==> src/design/exPkg.sv <==
// Shared types for the execute back end: micro-op codes, register IDs and stage structs
// Referenced by scoped names from every design file

package exPkg;

	// Micro-op command, anything not listed here is unhandled
	typedef enum logic [5:0] {
		NOP     = 6'h00,
		MOV_RM  = 6'h01, // Store, waits on memory only
		MOV_MR  = 6'h02, // 64-bit load
		FMOV_MR = 6'h03, // Float load, widened to double
		MUL3    = 6'h04,
		FPUV4SF = 6'h05,
		OP_IXT  = 6'h06  // Sub-op in opUIxt
	} uCmdE;

	// OP_IXT sub-op
	typedef enum logic [5:0] {
		KEYLD = 6'h0C // Load keyring control register
	} ixtSubE;

	// Float load format, from opUIxt[5:4]
	typedef enum logic [1:0] {
		FMT_SINGLE = 2'b00,
		FMT_HALF   = 2'b01
	} fmtE;

	typedef logic [5:0] gprIdT;
	typedef logic [4:0] crIdT;

	localparam gprIdT GR_ZZR = 6'h3F; // Zero register, no write
	localparam crIdT CR_ZZR = 5'h1F;
	localparam crIdT CR_KRR = 5'h0E; // Keyring register

	typedef struct packed {
		gprIdT id;
		logic [63:0] value;
	} gprDestT;

	typedef struct packed {
		crIdT id;
		logic [63:0] value;
	} crDestT;

	// Where the GPR result comes from
	typedef enum logic [2:0] {
		FWD    = 3'd0, // Keep forwarded destination
		MEM    = 3'd1,
		MEMCVT = 3'd2, // Widened float load
		MUL    = 3'd3,
		FPV    = 3'd4
	} outSelE;

	typedef struct packed {
		outSelE outSel;
		logic doMemOp;
		logic keyLoad;
		logic unhandled;
		fmtE fmt;
	} stageCtrlT;

	// Memory status level, bit 1 set means not ready
	typedef enum logic [1:0] {
		MEM_READY  = 2'b00,
		MEM_READY1 = 2'b01,
		MEM_BUSY   = 2'b10,
		MEM_FAULT  = 2'b11
	} memStatT;

	typedef struct packed {
		logic memFault;
		logic memTimeout;
		logic unhandled;
	} eventT;

endpackage

==> src/design/exDecode.sv <==
// Micro-op decode for the third execute stage
// Turns command, sub-op and flush into the stage control struct

`timescale 1ns/1ps

module exDecode (
	input exPkg::uCmdE opUCmd,
	input logic [5:0] opUIxt,
	input logic flush,
	output exPkg::stageCtrlT ctrl
);

	exPkg::uCmdE opCmd; // Command after flush kill
	exPkg::ixtSubE ixtSub;

	// Flushed ops become NOP so nothing waits or writes
	assign opCmd = flush ? exPkg::NOP : opUCmd;
	assign ixtSub = exPkg::ixtSubE'(opUIxt);

	always_comb begin
		ctrl.outSel = exPkg::FWD; // Forward unless the op says otherwise
		ctrl.doMemOp = 1'b0;
		ctrl.keyLoad = 1'b0;
		ctrl.unhandled = 1'b0;
		ctrl.fmt = exPkg::fmtE'(opUIxt[5:4]); // Only meaningful for FMOV_MR

		case (opCmd)
			exPkg::NOP: begin
			end

			exPkg::MOV_RM: begin
				ctrl.doMemOp = 1'b1; // Store just waits on memory
			end

			exPkg::MOV_MR: begin
				ctrl.doMemOp = 1'b1;
				ctrl.outSel = exPkg::MEM;
			end

			exPkg::FMOV_MR: begin
				ctrl.doMemOp = 1'b1;
				ctrl.outSel = exPkg::MEMCVT; // Widened load data
			end

			exPkg::MUL3: begin
				ctrl.outSel = exPkg::MUL;
			end

			exPkg::FPUV4SF: begin
				ctrl.outSel = exPkg::FPV;
			end

			exPkg::OP_IXT: begin
				// Only the keyring load does anything here
				if (ixtSub == exPkg::KEYLD) begin
					ctrl.keyLoad = 1'b1;
				end
			end

			default: begin
				ctrl.unhandled = 1'b1; // Unknown command, forwards both
			end
		endcase
	end

endmodule

==> src/design/fpLoadConv.sv <==
// Widens single or half precision load data to an IEEE double
// Denormals flush to signed zero; Inf and NaN keep sign and payload

`timescale 1ns/1ps

module fpLoadConv (
	input logic [63:0] memData,
	input exPkg::fmtE fmt,
	output logic [63:0] cvtData
);

	// Single fields
	logic sSign;
	logic [7:0] sExp;
	logic [22:0] sMant;
	logic [63:0] sDouble;

	// Half fields
	logic hSign;
	logic [4:0] hExp;
	logic [9:0] hMant;
	logic [63:0] hDouble;

	assign sSign = memData[31];
	assign sExp = memData[30:23];
	assign sMant = memData[22:0];

	assign hSign = memData[15];
	assign hExp = memData[14:10];
	assign hMant = memData[9:0];

	// Single to double
	always_comb begin
		if (sExp == 8'h00) begin
			sDouble = {sSign, 63'h0}; // Zero or denormal
		end else if (sExp == 8'hFF) begin
			sDouble = {sSign, 11'h7FF, sMant, 29'h0}; // Inf / NaN, payload to top
		end else begin
			// Rebias 127 -> 1023
			sDouble = {sSign, {3'b000, sExp} + 11'd896, sMant, 29'h0};
		end
	end

	// Half to double
	always_comb begin
		if (hExp == 5'h00) begin
			hDouble = {hSign, 63'h0};
		end else if (hExp == 5'h1F) begin
			hDouble = {hSign, 11'h7FF, hMant, 42'h0};
		end else begin
			hDouble = {hSign, {6'b000000, hExp} + 11'd1008, hMant, 42'h0}; // 15 -> 1023
		end
	end

	// Formats 10 and 11 fall back to single
	always_comb begin
		case (fmt)
			exPkg::FMT_HALF: cvtData = hDouble;
			default: cvtData = sDouble;
		endcase
	end

endmodule

==> src/design/exStage3.sv <==
// Third execute stage that picks the destination result and drives the memory hold
// Hold timeout after memTimeout consecutive wait cycles; flush squash applied last

`timescale 1ns/1ps

module exStage3 #(
	parameter int unsigned memTimeout = 12
) (
	input logic clock,
	input logic rstN,
	input exPkg::stageCtrlT ctrl,
	input logic flush,
	input exPkg::gprIdT regIdRm,
	input exPkg::gprDestT gprIn,
	input exPkg::crDestT crIn,
	input logic [63:0] mulRes,
	input logic [63:0] fpvRes,
	input logic [65:0] krreRes, // Tag in 65:64
	input logic [63:0] memData,
	input logic [63:0] cvtData,
	input exPkg::memStatT memStatus,
	output exPkg::gprDestT gprOut,
	output exPkg::crDestT crOut,
	output exPkg::eventT events,
	output logic exHold
);

	localparam int unsigned cntW = $clog2(memTimeout + 1);

	logic [cntW-1:0] holdCnt; // Consecutive held cycles
	logic [63:0] selVal;
	logic memWait; // Memory op sees busy
	logic timedOut;

	// Result value mux
	always_comb begin
		case (ctrl.outSel)
			exPkg::MEM: selVal = memData;
			exPkg::MEMCVT: selVal = cvtData;
			exPkg::MUL: selVal = mulRes;
			exPkg::FPV: selVal = fpvRes;
			default: selVal = gprIn.value;
		endcase
	end

	assign memWait = ctrl.doMemOp && (memStatus == exPkg::MEM_BUSY);
	assign timedOut = memWait && (holdCnt == cntW'(memTimeout)); // Give up this cycle

	always_comb begin
		gprOut = gprIn; // Forward by default
		crOut = crIn;
		events = '0;
		exHold = 1'b0;

		if (ctrl.outSel != exPkg::FWD) begin
			gprOut = '{id: regIdRm, value: selVal};
		end

		// Keyring load only when tag says valid
		if (ctrl.keyLoad && krreRes[65:64] == 2'b10) begin
			crOut = '{id: exPkg::CR_KRR, value: krreRes[63:0]};
		end

		if (ctrl.doMemOp && memStatus == exPkg::MEM_FAULT) begin
			gprOut.id = exPkg::GR_ZZR; // Faulted load writes nothing
			events.memFault = 1'b1;
		end

		if (memWait) begin
			exHold = !timedOut;
		end

		if (timedOut) begin
			gprOut.id = exPkg::GR_ZZR;
			events.memTimeout = 1'b1;
		end

		events.unhandled = ctrl.unhandled;

		// Branch flush wins over everything
		if (flush) begin
			gprOut.id = exPkg::GR_ZZR;
			crOut.id = exPkg::CR_ZZR;
			exHold = 1'b0;
			events = '0;
		end
	end

	// Hold counter tops out at memTimeout because the hold drops there
	always_ff @(posedge clock) begin
		if (!rstN) begin
			holdCnt <= '0;
		end else if (exHold) begin
			holdCnt <= holdCnt + 1'b1;
		end else begin
			holdCnt <= '0; // Any non-held cycle clears it
		end
	end

endmodule

==> src/design/exWriteback.sv <==
// Writeback latch after the third execute stage
// Captures destinations and events on non-held edges; strobes drop during a hold

`timescale 1ns/1ps

module exWriteback (
	input logic clock,
	input logic rstN,
	input logic exHold,
	input exPkg::gprDestT gprOut,
	input exPkg::crDestT crOut,
	input exPkg::eventT events,
	output exPkg::gprDestT wbGpr,
	output logic wbGprValid,
	output exPkg::crDestT wbCr,
	output logic wbCrValid,
	output exPkg::eventT wbEvents
);

	// Strobes and event pulses
	always_ff @(posedge clock) begin
		if (!rstN) begin
			wbGprValid <= 1'b0;
			wbCrValid <= 1'b0;
			wbEvents <= '0;
		end else if (exHold) begin
			wbGprValid <= 1'b0; // Nothing retires while held
			wbCrValid <= 1'b0;
			wbEvents <= '0;
		end else begin
			wbGprValid <= (gprOut.id != exPkg::GR_ZZR);
			wbCrValid <= (crOut.id != exPkg::CR_ZZR);
			wbEvents <= events;
		end
	end

	// Payload only moves on a non-held edge
	always_ff @(posedge clock) begin
		if (!exHold) begin
			wbGpr <= gprOut;
			wbCr <= crOut;
		end
	end

endmodule

==> src/design/exBackEnd.sv <==
// Top of the execute back end: decode, float load widening, stage 3 and writeback
// memTimeout is set here and handed to the stage

`timescale 1ns/1ps

module exBackEnd #(
	parameter int unsigned memTimeout = 12
) (
	input logic clock,
	input logic rstN,
	input exPkg::uCmdE opUCmd,
	input logic [5:0] opUIxt,
	input logic flush,
	input exPkg::gprIdT regIdRm,
	input exPkg::gprDestT gprIn,
	input exPkg::crDestT crIn,
	input logic [63:0] mulRes,
	input logic [63:0] fpvRes,
	input logic [65:0] krreRes,
	input logic [63:0] memData,
	input exPkg::memStatT memStatus,
	output logic exHold,
	output exPkg::gprDestT wbGpr,
	output logic wbGprValid,
	output exPkg::crDestT wbCr,
	output logic wbCrValid,
	output exPkg::eventT wbEvents
);

	exPkg::stageCtrlT ctrl;
	logic [63:0] cvtData; // Widened float load
	exPkg::gprDestT gprOut;
	exPkg::crDestT crOut;
	exPkg::eventT events;

	exDecode decode (
		.opUCmd(opUCmd),
		.opUIxt(opUIxt),
		.flush(flush),
		.ctrl(ctrl)
	);

	fpLoadConv loadConv (
		.memData(memData),
		.fmt(ctrl.fmt),
		.cvtData(cvtData)
	);

	exStage3 #(.memTimeout(memTimeout)) stage3 (
		.clock(clock),
		.rstN(rstN),
		.ctrl(ctrl),
		.flush(flush),
		.regIdRm(regIdRm),
		.gprIn(gprIn),
		.crIn(crIn),
		.mulRes(mulRes),
		.fpvRes(fpvRes),
		.krreRes(krreRes),
		.memData(memData),
		.cvtData(cvtData),
		.memStatus(memStatus),
		.gprOut(gprOut),
		.crOut(crOut),
		.events(events),
		.exHold(exHold)
	);

	exWriteback writeback (
		.clock(clock),
		.rstN(rstN),
		.exHold(exHold),
		.gprOut(gprOut),
		.crOut(crOut),
		.events(events),
		.wbGpr(wbGpr),
		.wbGprValid(wbGprValid),
		.wbCr(wbCr),
		.wbCrValid(wbCrValid),
		.wbEvents(wbEvents)
	);

endmodule

==> config.mk <==
export PLATFORM = sky130hd
export DESIGN_NAME = exBackEnd
export DESIGN_NICKNAME = d
export VERILOG_FILES = /design/src/design/exPkg.sv /design/src/design/exDecode.sv /design/src/design/fpLoadConv.sv /design/src/design/exStage3.sv /design/src/design/exWriteback.sv /design/src/design/exBackEnd.sv
export SDC_FILE = /design/constraint.sdc
export NUM_CORES = 1
export LEC_CHECK = 0
export ABC_AREA = 1
export ABC_CLOCK_PERIOD_IN_PS = 7600
export BUFFER_PORTS_ARGS = -buffer_cell sky130_fd_sc_hd__buf_4
export CAP_MARGIN = 10
export CORE_AREA = 2 2 223 225
export DETAILED_ROUTE_END_ITERATION = 6
export DIE_AREA = 0 0 225 227
export PLACE_DENSITY = 0.39
export REMOVE_ABC_BUFFERS = 1
export SLEW_MARGIN = 5
export SYNTH_ARGS = -nofsm -noshare
export SYNTH_HDL_FRONTEND = slang
export SYNTH_HIERARCHICAL = 1
export SYNTH_SLANG_ARGS = --single-unit
export TNS_END_PERCENT = 50
==> constraint.sdc <==
create_clock -name clock -period 7.6 [get_ports clock]
set_input_delay 1.14 -clock clock [delete_from_list [all_inputs] [get_ports clock]]
set_output_delay 1.14 -clock clock [all_outputs]
set_load 0.01 [all_outputs]
==> results of run 1 <==
-- worst max-delay path, stage by stage --
cell and delay, ns:
buf_4 0.11, nor2_2 0.14, inv_1 0.08, a21oi_1 0.16, nand2_1 0.13, nand3_1 0.12, nand2_1 0.06, nor2_1 0.18
nand2_1 0.10, nor2_1 0.29, buf_4 0.21
-- cell families after synthesis --
group | Yosys count | share of synthesized area (%)
adders and majority gates | 2 | 0.264
and+or+nand+nor | 940 | 43.8
xor gates and xnor gates | 2 | 0.185
buffers and inverters | 172 | 9.27
DFF | 148 | 45.9
other | 1 | 0.0395
AOI/OAI and AO/OA | 11 | 0.619
-- per-layer routing --
metal  vias to the layer above  track usage (%)  wire, um
li1                       5239                -         -
met1                      4849             19.9     18400
met2                       422             33.2     24400
met3                        76             8.63      5000
met4                        20             7.80      1590
met5                         -                0       138
-- power by group --
part | internal, mW | total, mW | switching, mW
logic | 0.236 | 0.432 | 0.196
registers | 0.948 | 0.965 | 0.0174
clock network | 0.486 | 0.890 | 0.405
-- final cells by class --
| class | count | area (um^2) | area share, % |
|---|---|---|---|
| sequential | 148 | 4350 | 29.8 |
| inverter | 43 | 169 | 1.16 |
| clock inverter | 14 | 151 | 1.04 |
| multi-input combinational | 984 | 4390 | 30.1 |
| clock buffer | 18 | 429 | 2.94 |
| antenna | 5 | 12.5 | 0.0857 |
| tap | 622 | 778 | 5.33 |
| timing repair buffer | 575 | 4320 | 29.6 |
-- per-stage QoR --
step,setup WS [ns],std cells,power (mW),hold slack (ns)
after CTS,3.73,2404,2.34,0.469
after floorplan,1.79,1175,1.10,0.430
after detailed placement,3.28,2372,1.42,0.452
after global placement,3.38,2372,1.42,0.450
final,3.73,2409,2.29,0.463
after global routing,3.55,2405,2.40,0.504
-- state kept, by name, indices dropped and copies added, names as in the netlist --
name and count:
writeback/wbGpr 70, writeback/wbCr 69, stage3/holdCnt 4, writeback/wbEvents 3, writeback/wbCrValid 1, writeback/wbGprValid 1
-- cells in the final DEF, fill, tap and decap left out, types with 2 or more instances in the layout --
cell type,instances
nand2_1,514
edfxtp_1,139
nand2_4,4
clkbuf_16,17
diode_2,5
clkinv_1,2
inv_1,35
nand4_1,131
conb_1,29
a21oi_1,2
inv_2,6
nor2_4,5
clkinv_4,3
nand2_2,4
inv_6,4
nand3_1,172
dfxtp_1,9
o21ai_0,7
nor2_1,97
buf_4,575
ha_1,2
nor2_2,13
clkinvlp_4,2
bufinv_16,2
-- worst max path at each step --
stage,start,endpoint,depth (start not counted)
detailed placement,flush,writeback/wbGpr[58],13
floorplan,flush,writeback/wbGpr[0],9
CTS,opUCmd[4],exHold,11
global route,opUCmd[4],exHold,11
global placement,flush,writeback/wbGpr[1],13
finish,opUCmd[4],exHold,11
==> results.tsv, run 1 <==
metric	value	unit
status	finished, final reports clean	
Seq cells post-synth	148	
largest cells by area after synthesis	edfxtp_1 (44%), nand2_1 (20%), nand3_1 (9.1%), nand4_1 (8.6%), nor2_1 (3.9%)	
Core Region	0.0485	mm^2
Final Core Density	30.1	%
Reg2Reg Depth	7	
root cell of the clock tree	clkbuf_16	
Worst R2R Start	stage3/holdCnt[0]	
DRC viols	0	
DPL Wire Length	36.6	mm
FF-to-FF setup slack	4.80	ns
initial antenna violation count	15	
Worst Hold Class	reg2reg	
maximum fanout along the worst path	3	
post-CTS resize count	0	
layout cells sized above 1	35.9	%
vias in the first global route	10777	
I/O Buffers	564	
Routed Antenna Nets	0	
FMAX	259	MHz
IO Pins	565	
skew final	0.00889	ns
CTS Buf Count	17	
synthesis-to-layout area growth	53.8	%
fillers	5415	
Hold Path Sink	stage3/holdCnt[0]	
Final Hold Fails	0	
Placer Congestion	0.823	
Die ar.	0.0511	mm^2
Cell Pwr Density	157	mW/mm^2
hold_sp	stage3/holdCnt[0]	
Slew Viols, Final	0	
count leader, synth	nand2_1	
worst hold stages	1	
DP Area	0.0140	mm^2
CTS max path bufs	2	
top cell type's share of synthesized area	44.0	%
post-synthesis cell count	1276	
first-pass GRT wire length	70.1	mm
Die X	225	um
Setup Crit Path Kind	in2out	
Synth Flop Type	edfxtp_1	
Rows	81	
Yosys warnings	6	
routed wire length	49.6	mm
Max-Cap Viols	0	
Num Clock Sinks	148	
Final setup viols	0	
Nets	2191	
DRT Pass-1 Iters	5	
peak supply drop	0.163	mV
fin crit period	3.87	ns
Post-Route Setup TNS	0	ns
DIE HEIGHT	227	um
# H-tree levels	4	
Seq/Total Area, Yosys	45.9	%
Unique masters post-synth	26	
leakage power	7.43	nW
WL per Instance	20.6	um
Setup crit end kind	output pin	
Syn Area/Cell	7.44	um^2
Post-synth EDFFs	139	
initial detailed-routing violation count	540	
Synth Cell Area	0.00949	mm^2
R2R Path End	writeback/wbGpr[5]	
Starting Density	19.6	%
Tcrit/Tclk final	50.9	%
Reg clk slew, reported paths	0.06	ns
gr usage total	19.0	%
final instance area	0.0146	mm^2
RSZ-0062 raised after global routing	false	
Clk Latency, worst-skew pair	0.48	ns
Worst Tran Pin Value	0.994	ns
pin count of the biggest net entering global routing	91	
via count	10606	
Async SR Flop Fraction	0	%
worst endpoint data arrival time	2.73	ns
top cells by count, synth	nand2_1 (516), nand3_1 (172), edfxtp_1 (139), nand4_1 (131), nor2_1 (98)	
Slew headroom	33.7	%
dominant cell type by area after synthesis	edfxtp_1	
CTS tree	built	
Worst EP required	6.46	ns
# Post-CTS Setup Buffers	0	
grt ovf	0	
# hold bufs at CTS	0	
CP startpoint kind	input port	
Via density	4.40	
Note: power is estimated with default switching activity, not from simulation.
==> run 2: changes to the inputs <==
- ABC_CLOCK_PERIOD_IN_PS: 7600 -> 3700
- CORE_AREA: 2 2 223 225 -> 2 2 217 219
- DIE_AREA: 0 0 225 227 -> 0 0 219 221
- PLACE_DENSITY: 0.39 -> 0.41
- clock period: 7.6 -> 3.7 ns (I/O delays scaled with it)
==> run 2 against run 1 <==
Combinational power is 110% higher. Die area is 5.2% lower. Wire length is 4.2% lower. Highest routed layer unchanged.
==> results.tsv, run 2 (synthesis results as in run 1) <==
metric	value	unit	change
Rows	79		was 81
hold_sp	crIn[18]		was stage3/holdCnt[0]
WL per Instance	19.8	um	was 20.6 um
final hold slack	0.375	ns	was 0.463 ns
Starting Density	20.6	%	was 19.6%
# Post-CTS Setup Buffers	0		unchanged
status	finished, final reports clean		unchanged
Setup crit end kind	output pin		unchanged
critical path's slowest cell	nor2_1		unchanged
FF-to-FF setup slack	1.50	ns	was 4.80 ns
CTS max path bufs	2		unchanged
maximum fanout along the worst path	3		unchanged
# H-tree levels	4		unchanged
Num Clock Sinks	148		unchanged
# hold bufs at CTS	0		unchanged
Largest register FFs	70		unchanged
Die ar.	0.0484	mm^2	was 0.0511 mm^2
Core Region	0.0461	mm^2	was 0.0485 mm^2
Max-Cap Viols	0		unchanged
Worst Tran Pin Value	0.810	ns	was 0.994 ns
CP Cell Sequence	buf_4 > nor2_2 > inv_1 > a21oi_1 > nand2_1 > nand3_1 > nand2_1 > nor2_1 > nand2_1 > nor2_1 > buf_4		unchanged
DPL Wire Length	36.2	mm	was 36.6 mm
initial antenna violation count	10		was 15
Reg2Reg Depth	7		unchanged
Setup Crit Path Kind	in2out		unchanged
top flop regs	writeback/wbGpr (70), writeback/wbCr (69), stage3/holdCnt (4)		unchanged
grt ovf	0		unchanged
Top reg by flops	writeback/wbGpr		unchanged
post-CTS resize count	0		unchanged
Slew Viols, Final	0		unchanged
WP buf/inv	3		unchanged
pin count of the biggest net entering global routing	87		was 91
Routed Antenna Nets	0		unchanged
leakage power	7.51	nW	was 7.43 nW
first-pass GRT wire length	68.0	mm	was 70.1 mm
Worst EP required	3.14	ns	was 6.46 ns
Placement Setup Slack	0.786	ns	was 3.28 ns
CTS tree	built		unchanged
Reg clk slew, reported paths	0.06	ns	about the same
Final setup viols	0		unchanged
fin crit period	2.64	ns	
initial detailed-routing violation count	528		was 540
synthesis-to-layout area growth	55.3	%	was 53.8%
peak supply drop	0.218	mV	was 0.163 mV
DP Area	0.0141	mm^2	was 0.0140 mm^2
CP startpoint kind	input port		unchanged
final instance area	0.0147	mm^2	was 0.0146 mm^2
Cell Pwr Density	318	mW/mm^2	was 157 mW/mm^2
R2R Path End	writeback/wbCr[29]		was writeback/wbGpr[5]
Placer Congestion	0.885		was 0.823
worst endpoint data arrival time	2.08	ns	was 2.73 ns
vias in the first global route	10594		was 10777
most frequent cells in the layout	buf_4 (577), nand2_1 (514), nand3_1 (172)		was buf_4 (575), nand2_1 (514), nand3_1 (172)
FMAX	379	MHz	
Hold Path Sink	writeback/wbCr[18]		was stage3/holdCnt[0]
Worst Hold Class	in2reg		was reg2reg
Nets	2200		was 2191
slack of the critical path	1.06	ns	was 3.73 ns
Slew headroom	46.0	%	was 33.7%
Final Hold Fails	0		unchanged
CTS Buf Count	17		unchanged
I/O Buffers	564		unchanged
RSZ-0062 raised after global routing	false		unchanged
CP most frequent cell	nand2_1		unchanged
skew final	0.00931	ns	was 0.00889 ns
routed wire length	47.5	mm	was 49.6 mm
root cell of the clock tree	clkbuf_16		unchanged
Worst R2R Start	stage3/holdCnt[0]		unchanged
Tcrit/Tclk final	71.3	%	
DIE HEIGHT	221	um	was 227 um
via count	10541		was 10606
gr usage total	19.0	%	about the same
Clk Latency, worst-skew pair	0.44	ns	was 0.48 ns
DRT Pass-1 Iters	5		unchanged
layout cells sized above 1	36.1	%	was 35.9%
commonest non-fill, non-tap cell in the layout	buf_4		unchanged
worst hold stages	3		was 1
DRC viols	0		unchanged
Post-Route Setup TNS	0	ns	unchanged
max incr delay on CP	0.27	ns	was 0.29 ns
Die X	219	um	was 225 um
IO Pins	565		unchanged
delay-heaviest family, CP	simple AND/OR/NAND/NOR gates		unchanged
Via density	4.39		was 4.40
## run 2: worst max-delay path by stage
stage	start	endpoint	slack (ns)	depth (start not counted)
floorplan	flush	writeback/wbGpr[0]	-1.53	9
detailed placement	opUCmd[4]	writeback/wbGpr[64]	0.79	12
global route	opUCmd[4]	exHold	0.85	11
finish	opUCmd[4]	exHold	1.06	11
CTS	opUCmd[4]	exHold	1.06	11
global placement	opUCmd[4]	writeback/wbGpr[64]	0.84	12
## run 2: where the power goes
part	total, mW	internal [mW]	switching (mW)
registers	1.98	1.95	0.0365
clock network	1.82	1.06	0.758
logic	0.890	0.491	0.399
total	4.69	3.50	1.19
## run 2: final cells by class
class / instances / area (um^2)
multi-input cells: 984 / 4390
clock buffers: 20 / 437
flip-flops and latches: 148 / 4350
repair buffers: 584 / 4470
clock inverters: 12 / 153
diodes: 4 / 10.0
fillers: 5002 / 31300
well taps: 607 / 759
inverters: 43 / 169
## run 2: worst min-delay path: cells and delay by family
family	cells	cell delay [ns]
buffers and inverters	1	0.07
AND/OR/NAND/NOR	2	0.08
## run 2: per-stage QoR
| stage | cells | power (mW) | util [%] |
|---|---|---|---|
| after detailed placement | 2366 | 2.93 | 30.7 |
| after global routing | 2399 | 4.90 | 32.0 |
| after global placement | 2366 | 2.93 | 30.7 |
| after CTS | 2398 | 4.80 | 32.0 |
| after floorplan | 1175 | 2.27 | - |
| final | 2402 | 4.69 | 32.0 |
## run 2: layer usage
metal	up-vias	track usage, %	wire length (um)
met5	-	0	75
met4	12	6.78	1310
met3	59	6.94	4360
met2	415	34.4	24100
met1	4807	20.0	17600
li1	5248	-	-
==> run 3: changes to the inputs <==
- ABC_AREA: 1 -> 0
- ABC_CLOCK_PERIOD_IN_PS: 3700 -> 2300
- CORE_AREA: 2 2 217 219 -> 2 2 221 223
- DIE_AREA: 0 0 219 221 -> 0 0 223 225
- clock period: 3.7 -> 2.3 ns (I/O delays scaled with it)
==> run 3 against run 2 <==
Critical path depth is 4 lower. Non-clock buffer count is 83 higher. Total power is 62% higher. Clock power is 62% higher. Synthesized cell count is 21% lower. Synthesized area is 1.5% lower. Worst setup slack worse by 0.94 ns. Clock skew is 0.0020 ns higher. Flip-flop and latch count stayed put. Largest cell class unchanged. Highest routed layer unchanged.
==> results.tsv, run 3 <==
metric	value	unit	change
DPL Wire Length	38.2	mm	was 36.2 mm
maximum fanout along the worst path	5		was 3
# diodes	0		was 4
Via density	4.36		was 4.39
Yosys warnings	6		unchanged
WL per Instance	21.3	um	was 19.8 um
fillers	5029		was 5002
Worst EP required	1.96	ns	was 3.14 ns
DRT Pass-1 Iters	5		unchanged
Post-Route Setup TNS	0	ns	unchanged
top flop regs	writeback/wbGpr (70), writeback/wbCr (69), stage3/holdCnt (4)		unchanged
highest metal used	met5		unchanged
status	finished, final reports clean		unchanged
Setup Crit Path Kind	in2out		unchanged
Post-synth EDFFs	139		unchanged
Setup crit end kind	output pin		unchanged
initial detailed-routing violation count	456		was 528
vias in the first global route	10075		was 10594
peak supply drop	0.471	mV	was 0.218 mV
DRC viols	0		unchanged
Slew Viols, Final	0		unchanged
CTS max path bufs	2		unchanged
top cell type's share of synthesized area	44.6	%	was 44.0%
Syn Area/Cell	9.33	um^2	was 7.44 um^2
Cell Pwr Density	494	mW/mm^2	was 318 mW/mm^2
synthesis-to-layout area growth	64.9	%	was 55.3%
DR WL met3	4.57	mm	was 4.36 mm
Reg clk slew, reported paths	0.07	ns	was 0.06 ns
Final Hold Fails	0		unchanged
Placement Setup Slack	-0.344	ns	was 0.786 ns
initial antenna violation count	5		was 10
gr usage total	18.7	%	was 19.0%
Slew headroom	49.0	%	was 46.0%
Top reg by flops	writeback/wbGpr		unchanged
Synth Flop Type	edfxtp_1		unchanged
Placer Congestion	0.859		was 0.885
first-pass GRT wire length	67.5	mm	was 68.0 mm
Routed Antenna Nets	0		unchanged
leakage power	7.06	nW	was 7.51 nW
slack of the critical path	0.123	ns	was 1.06 ns
Async SR Flop Fraction	0	%	unchanged
CTS tree	built		unchanged
Die X	223	um	was 219 um
CP startpoint kind	input port		unchanged
Rows	80		was 79
met1 wire length	18.6	mm	was 17.6 mm
Clock power frac	38.7	%	was 38.8%
Core Region	0.0475	mm^2	was 0.0461 mm^2
Nets	2033		was 2200
worst hold stages	3		unchanged
Final setup viols	0		unchanged
most frequent cells in the layout	buf_4 (646), nand2_1 (250), edfxtp_1 (139)		was buf_4 (577), nand2_1 (514), nand3_1 (172)
root cell of the clock tree	clkbuf_16		unchanged
RSZ-0062 raised after global routing	false		unchanged
sw power	2.01	mW	was 1.19 mW
Starting Density	19.7	%	was 20.6%
Die ar.	0.0502	mm^2	was 0.0484 mm^2
CTS Buf Count	17		unchanged
Pint	5.60	mW	was 3.50 mW
FMAX	459	MHz	
Synth Cell Area	0.00935	mm^2	was 0.00949 mm^2
Seq cells post-synth	148		unchanged
Max-Cap Viols	0		unchanged
Clk Latency, worst-skew pair	0.49	ns	was 0.44 ns
Tcrit/Tclk final	94.6	%	
commonest non-fill, non-tap cell in the layout	buf_4		unchanged
sequential share of power	41.6	%	was 42.3%
largest cells by area after synthesis	edfxtp_1 (45%), nand2_1 (10%), mux2_2 (7.0%), a21oi_1 (4.3%), nor2_1 (3.5%)		was edfxtp_1 (44%), nand2_1 (20%), nand3_1 (9.1%), nand4_1 (8.6%), nor2_1 (3.9%)
post-synthesis cell count	1002		was 1276
fin crit period	2.18	ns	
DIE HEIGHT	225	um	was 221 um
Reg2Reg Depth	8		was 7
Worst Hold Class	in2reg		unchanged
Largest register FFs	70		unchanged
WL met2	23.7	mm	was 24.1 mm
Logic pwr share	19.7	%	was 19.0%
Unique masters post-synth	53		was 26
via count	9772		was 10541
# H-tree levels	4		unchanged
worst endpoint data arrival time	1.83	ns	was 2.08 ns
pin count of the biggest net entering global routing	39		was 87
Worst Tran Pin Value	0.764	ns	was 0.810 ns
count leader, synth	nand2_1		unchanged
Seq/Total Area, Yosys	46.6	%	was 45.9%
Sw Share	26.4	%	was 25.4%
grt ovf	0		unchanged
dominant cell type by area after synthesis	edfxtp_1		unchanged
IO Pins	565		unchanged
layout cells sized above 1	48.4	%	was 36.1%
skew final	0.0113	ns	was 0.00931 ns
I/O Buffers	564		unchanged
top cells by count, synth	nand2_1 (251), edfxtp_1 (139), nor2_1 (86), a21oi_1 (80), mux2_2 (58)		was nand2_1 (516), nand3_1 (172), edfxtp_1 (139), nand4_1 (131), nor2_1 (98)
routed wire length	47.7	mm	was 47.5 mm
Num Clock Sinks	148		unchanged
-- run 3: cell count changes in the layout (fill, tap and decap cells not counted), sizes merged, moves of 28 or more --
cell   delta
a21oi    +78
mux2     +60
o22ai    +39
nand3   -162
nand4   -129
buf      +83
nor2     -28
nand2   -271
-- run 3: area by class of cell --
| class | count | area [um^2] | area share, % |
|---|---|---|---|
| multi-input combinational | 733 | 4270 | 27.7 |
| clock buffer | 18 | 429 | 2.78 |
| inverter | 44 | 170 | 1.10 |
| sequential | 148 | 4350 | 28.2 |
| timing repair buffer | 667 | 5270 | 34.2 |
| clock inverter | 14 | 153 | 0.990 |
| tap | 615 | 769 | 4.99 |
-- run 3: kinds of logic (layout without fill, tap and decap cells) --
group,after synthesis,in the layout,synth area share [%]
AND/OR/NAND/NOR,409,409,18.9
AO/OA/AOI/OAI,214,214,15.3
buffers and inverters,149,743,9.67
flip-flops,148,148,46.6
multiplexers,75,75,8.83
XOR/XNOR,4,4,0.455
adder cells (fa/ha/maj),2,2,0.268
other,1,29,0.0401
-- run 3: worst paths after layout --
kind                                         from                    to  slack, ns
worst min register to register  stage3/holdCnt[0]     stage3/holdCnt[0]       0.46
worst max-delay path                    opUCmd[5]                exHold       0.12
worst max register to register  stage3/holdCnt[0]  writeback/wbGprValid       0.39
worst min-delay path                   krreRes[2]     writeback/wbCr[2]       0.12
-- run 3: power by group through the flow --
stage,clock network (mW),registers [mW],logic (mW)
floorplan,0,3.30,0.364
global placement,0,3.22,1.52
detailed placement,0,3.22,1.52
CTS,3.07,3.17,1.53
global route,3.15,3.18,1.62
finish,2.95,3.16,1.50
-- run 3: what timing repair did --
action	in CTS	in global routing
buffers inserted	0	4
hold buffers	0	0
setup endpoints to repair	1	1
endpoints found under the hold margin	0	0
pin swaps	0	3
cloned	0	0
gates resized for setup	1	2
-- run 3: per-stage QoR --
step | utilization [%] | hold WS, ns | std cells | total power [mW] | instance area [um^2]
detailed placement | 31.1 | 0.458 | 2203 | 4.74 | 14800
global route | 32.4 | 0.101 | 2239 | 7.94 | 15400
global placement | 31.1 | 0.448 | 2203 | 4.75 | 14800
finish | 32.4 | 0.121 | 2239 | 7.61 | 15400
CTS | 32.3 | 0.0769 | 2235 | 7.76 | 15400
floorplan | - | 0.430 | 925 | 3.66 | 8720
-- run 3: layer usage --
metal  track usage (%)  vias to the layer above
li1                  -                     4694
met1              20.9                     4598
met2              32.7                      428
met3              7.68                       42
met4              5.13                       10
met5                 0                        -
-- run 3: worst max-delay path: stages --
cell      delay (ns)
buf_4           0.11
or4_4           0.59
nor3_4          0.20
nand3b_1        0.13
nor3b_2         0.19
buf_4           0.14
buf_4           0.13
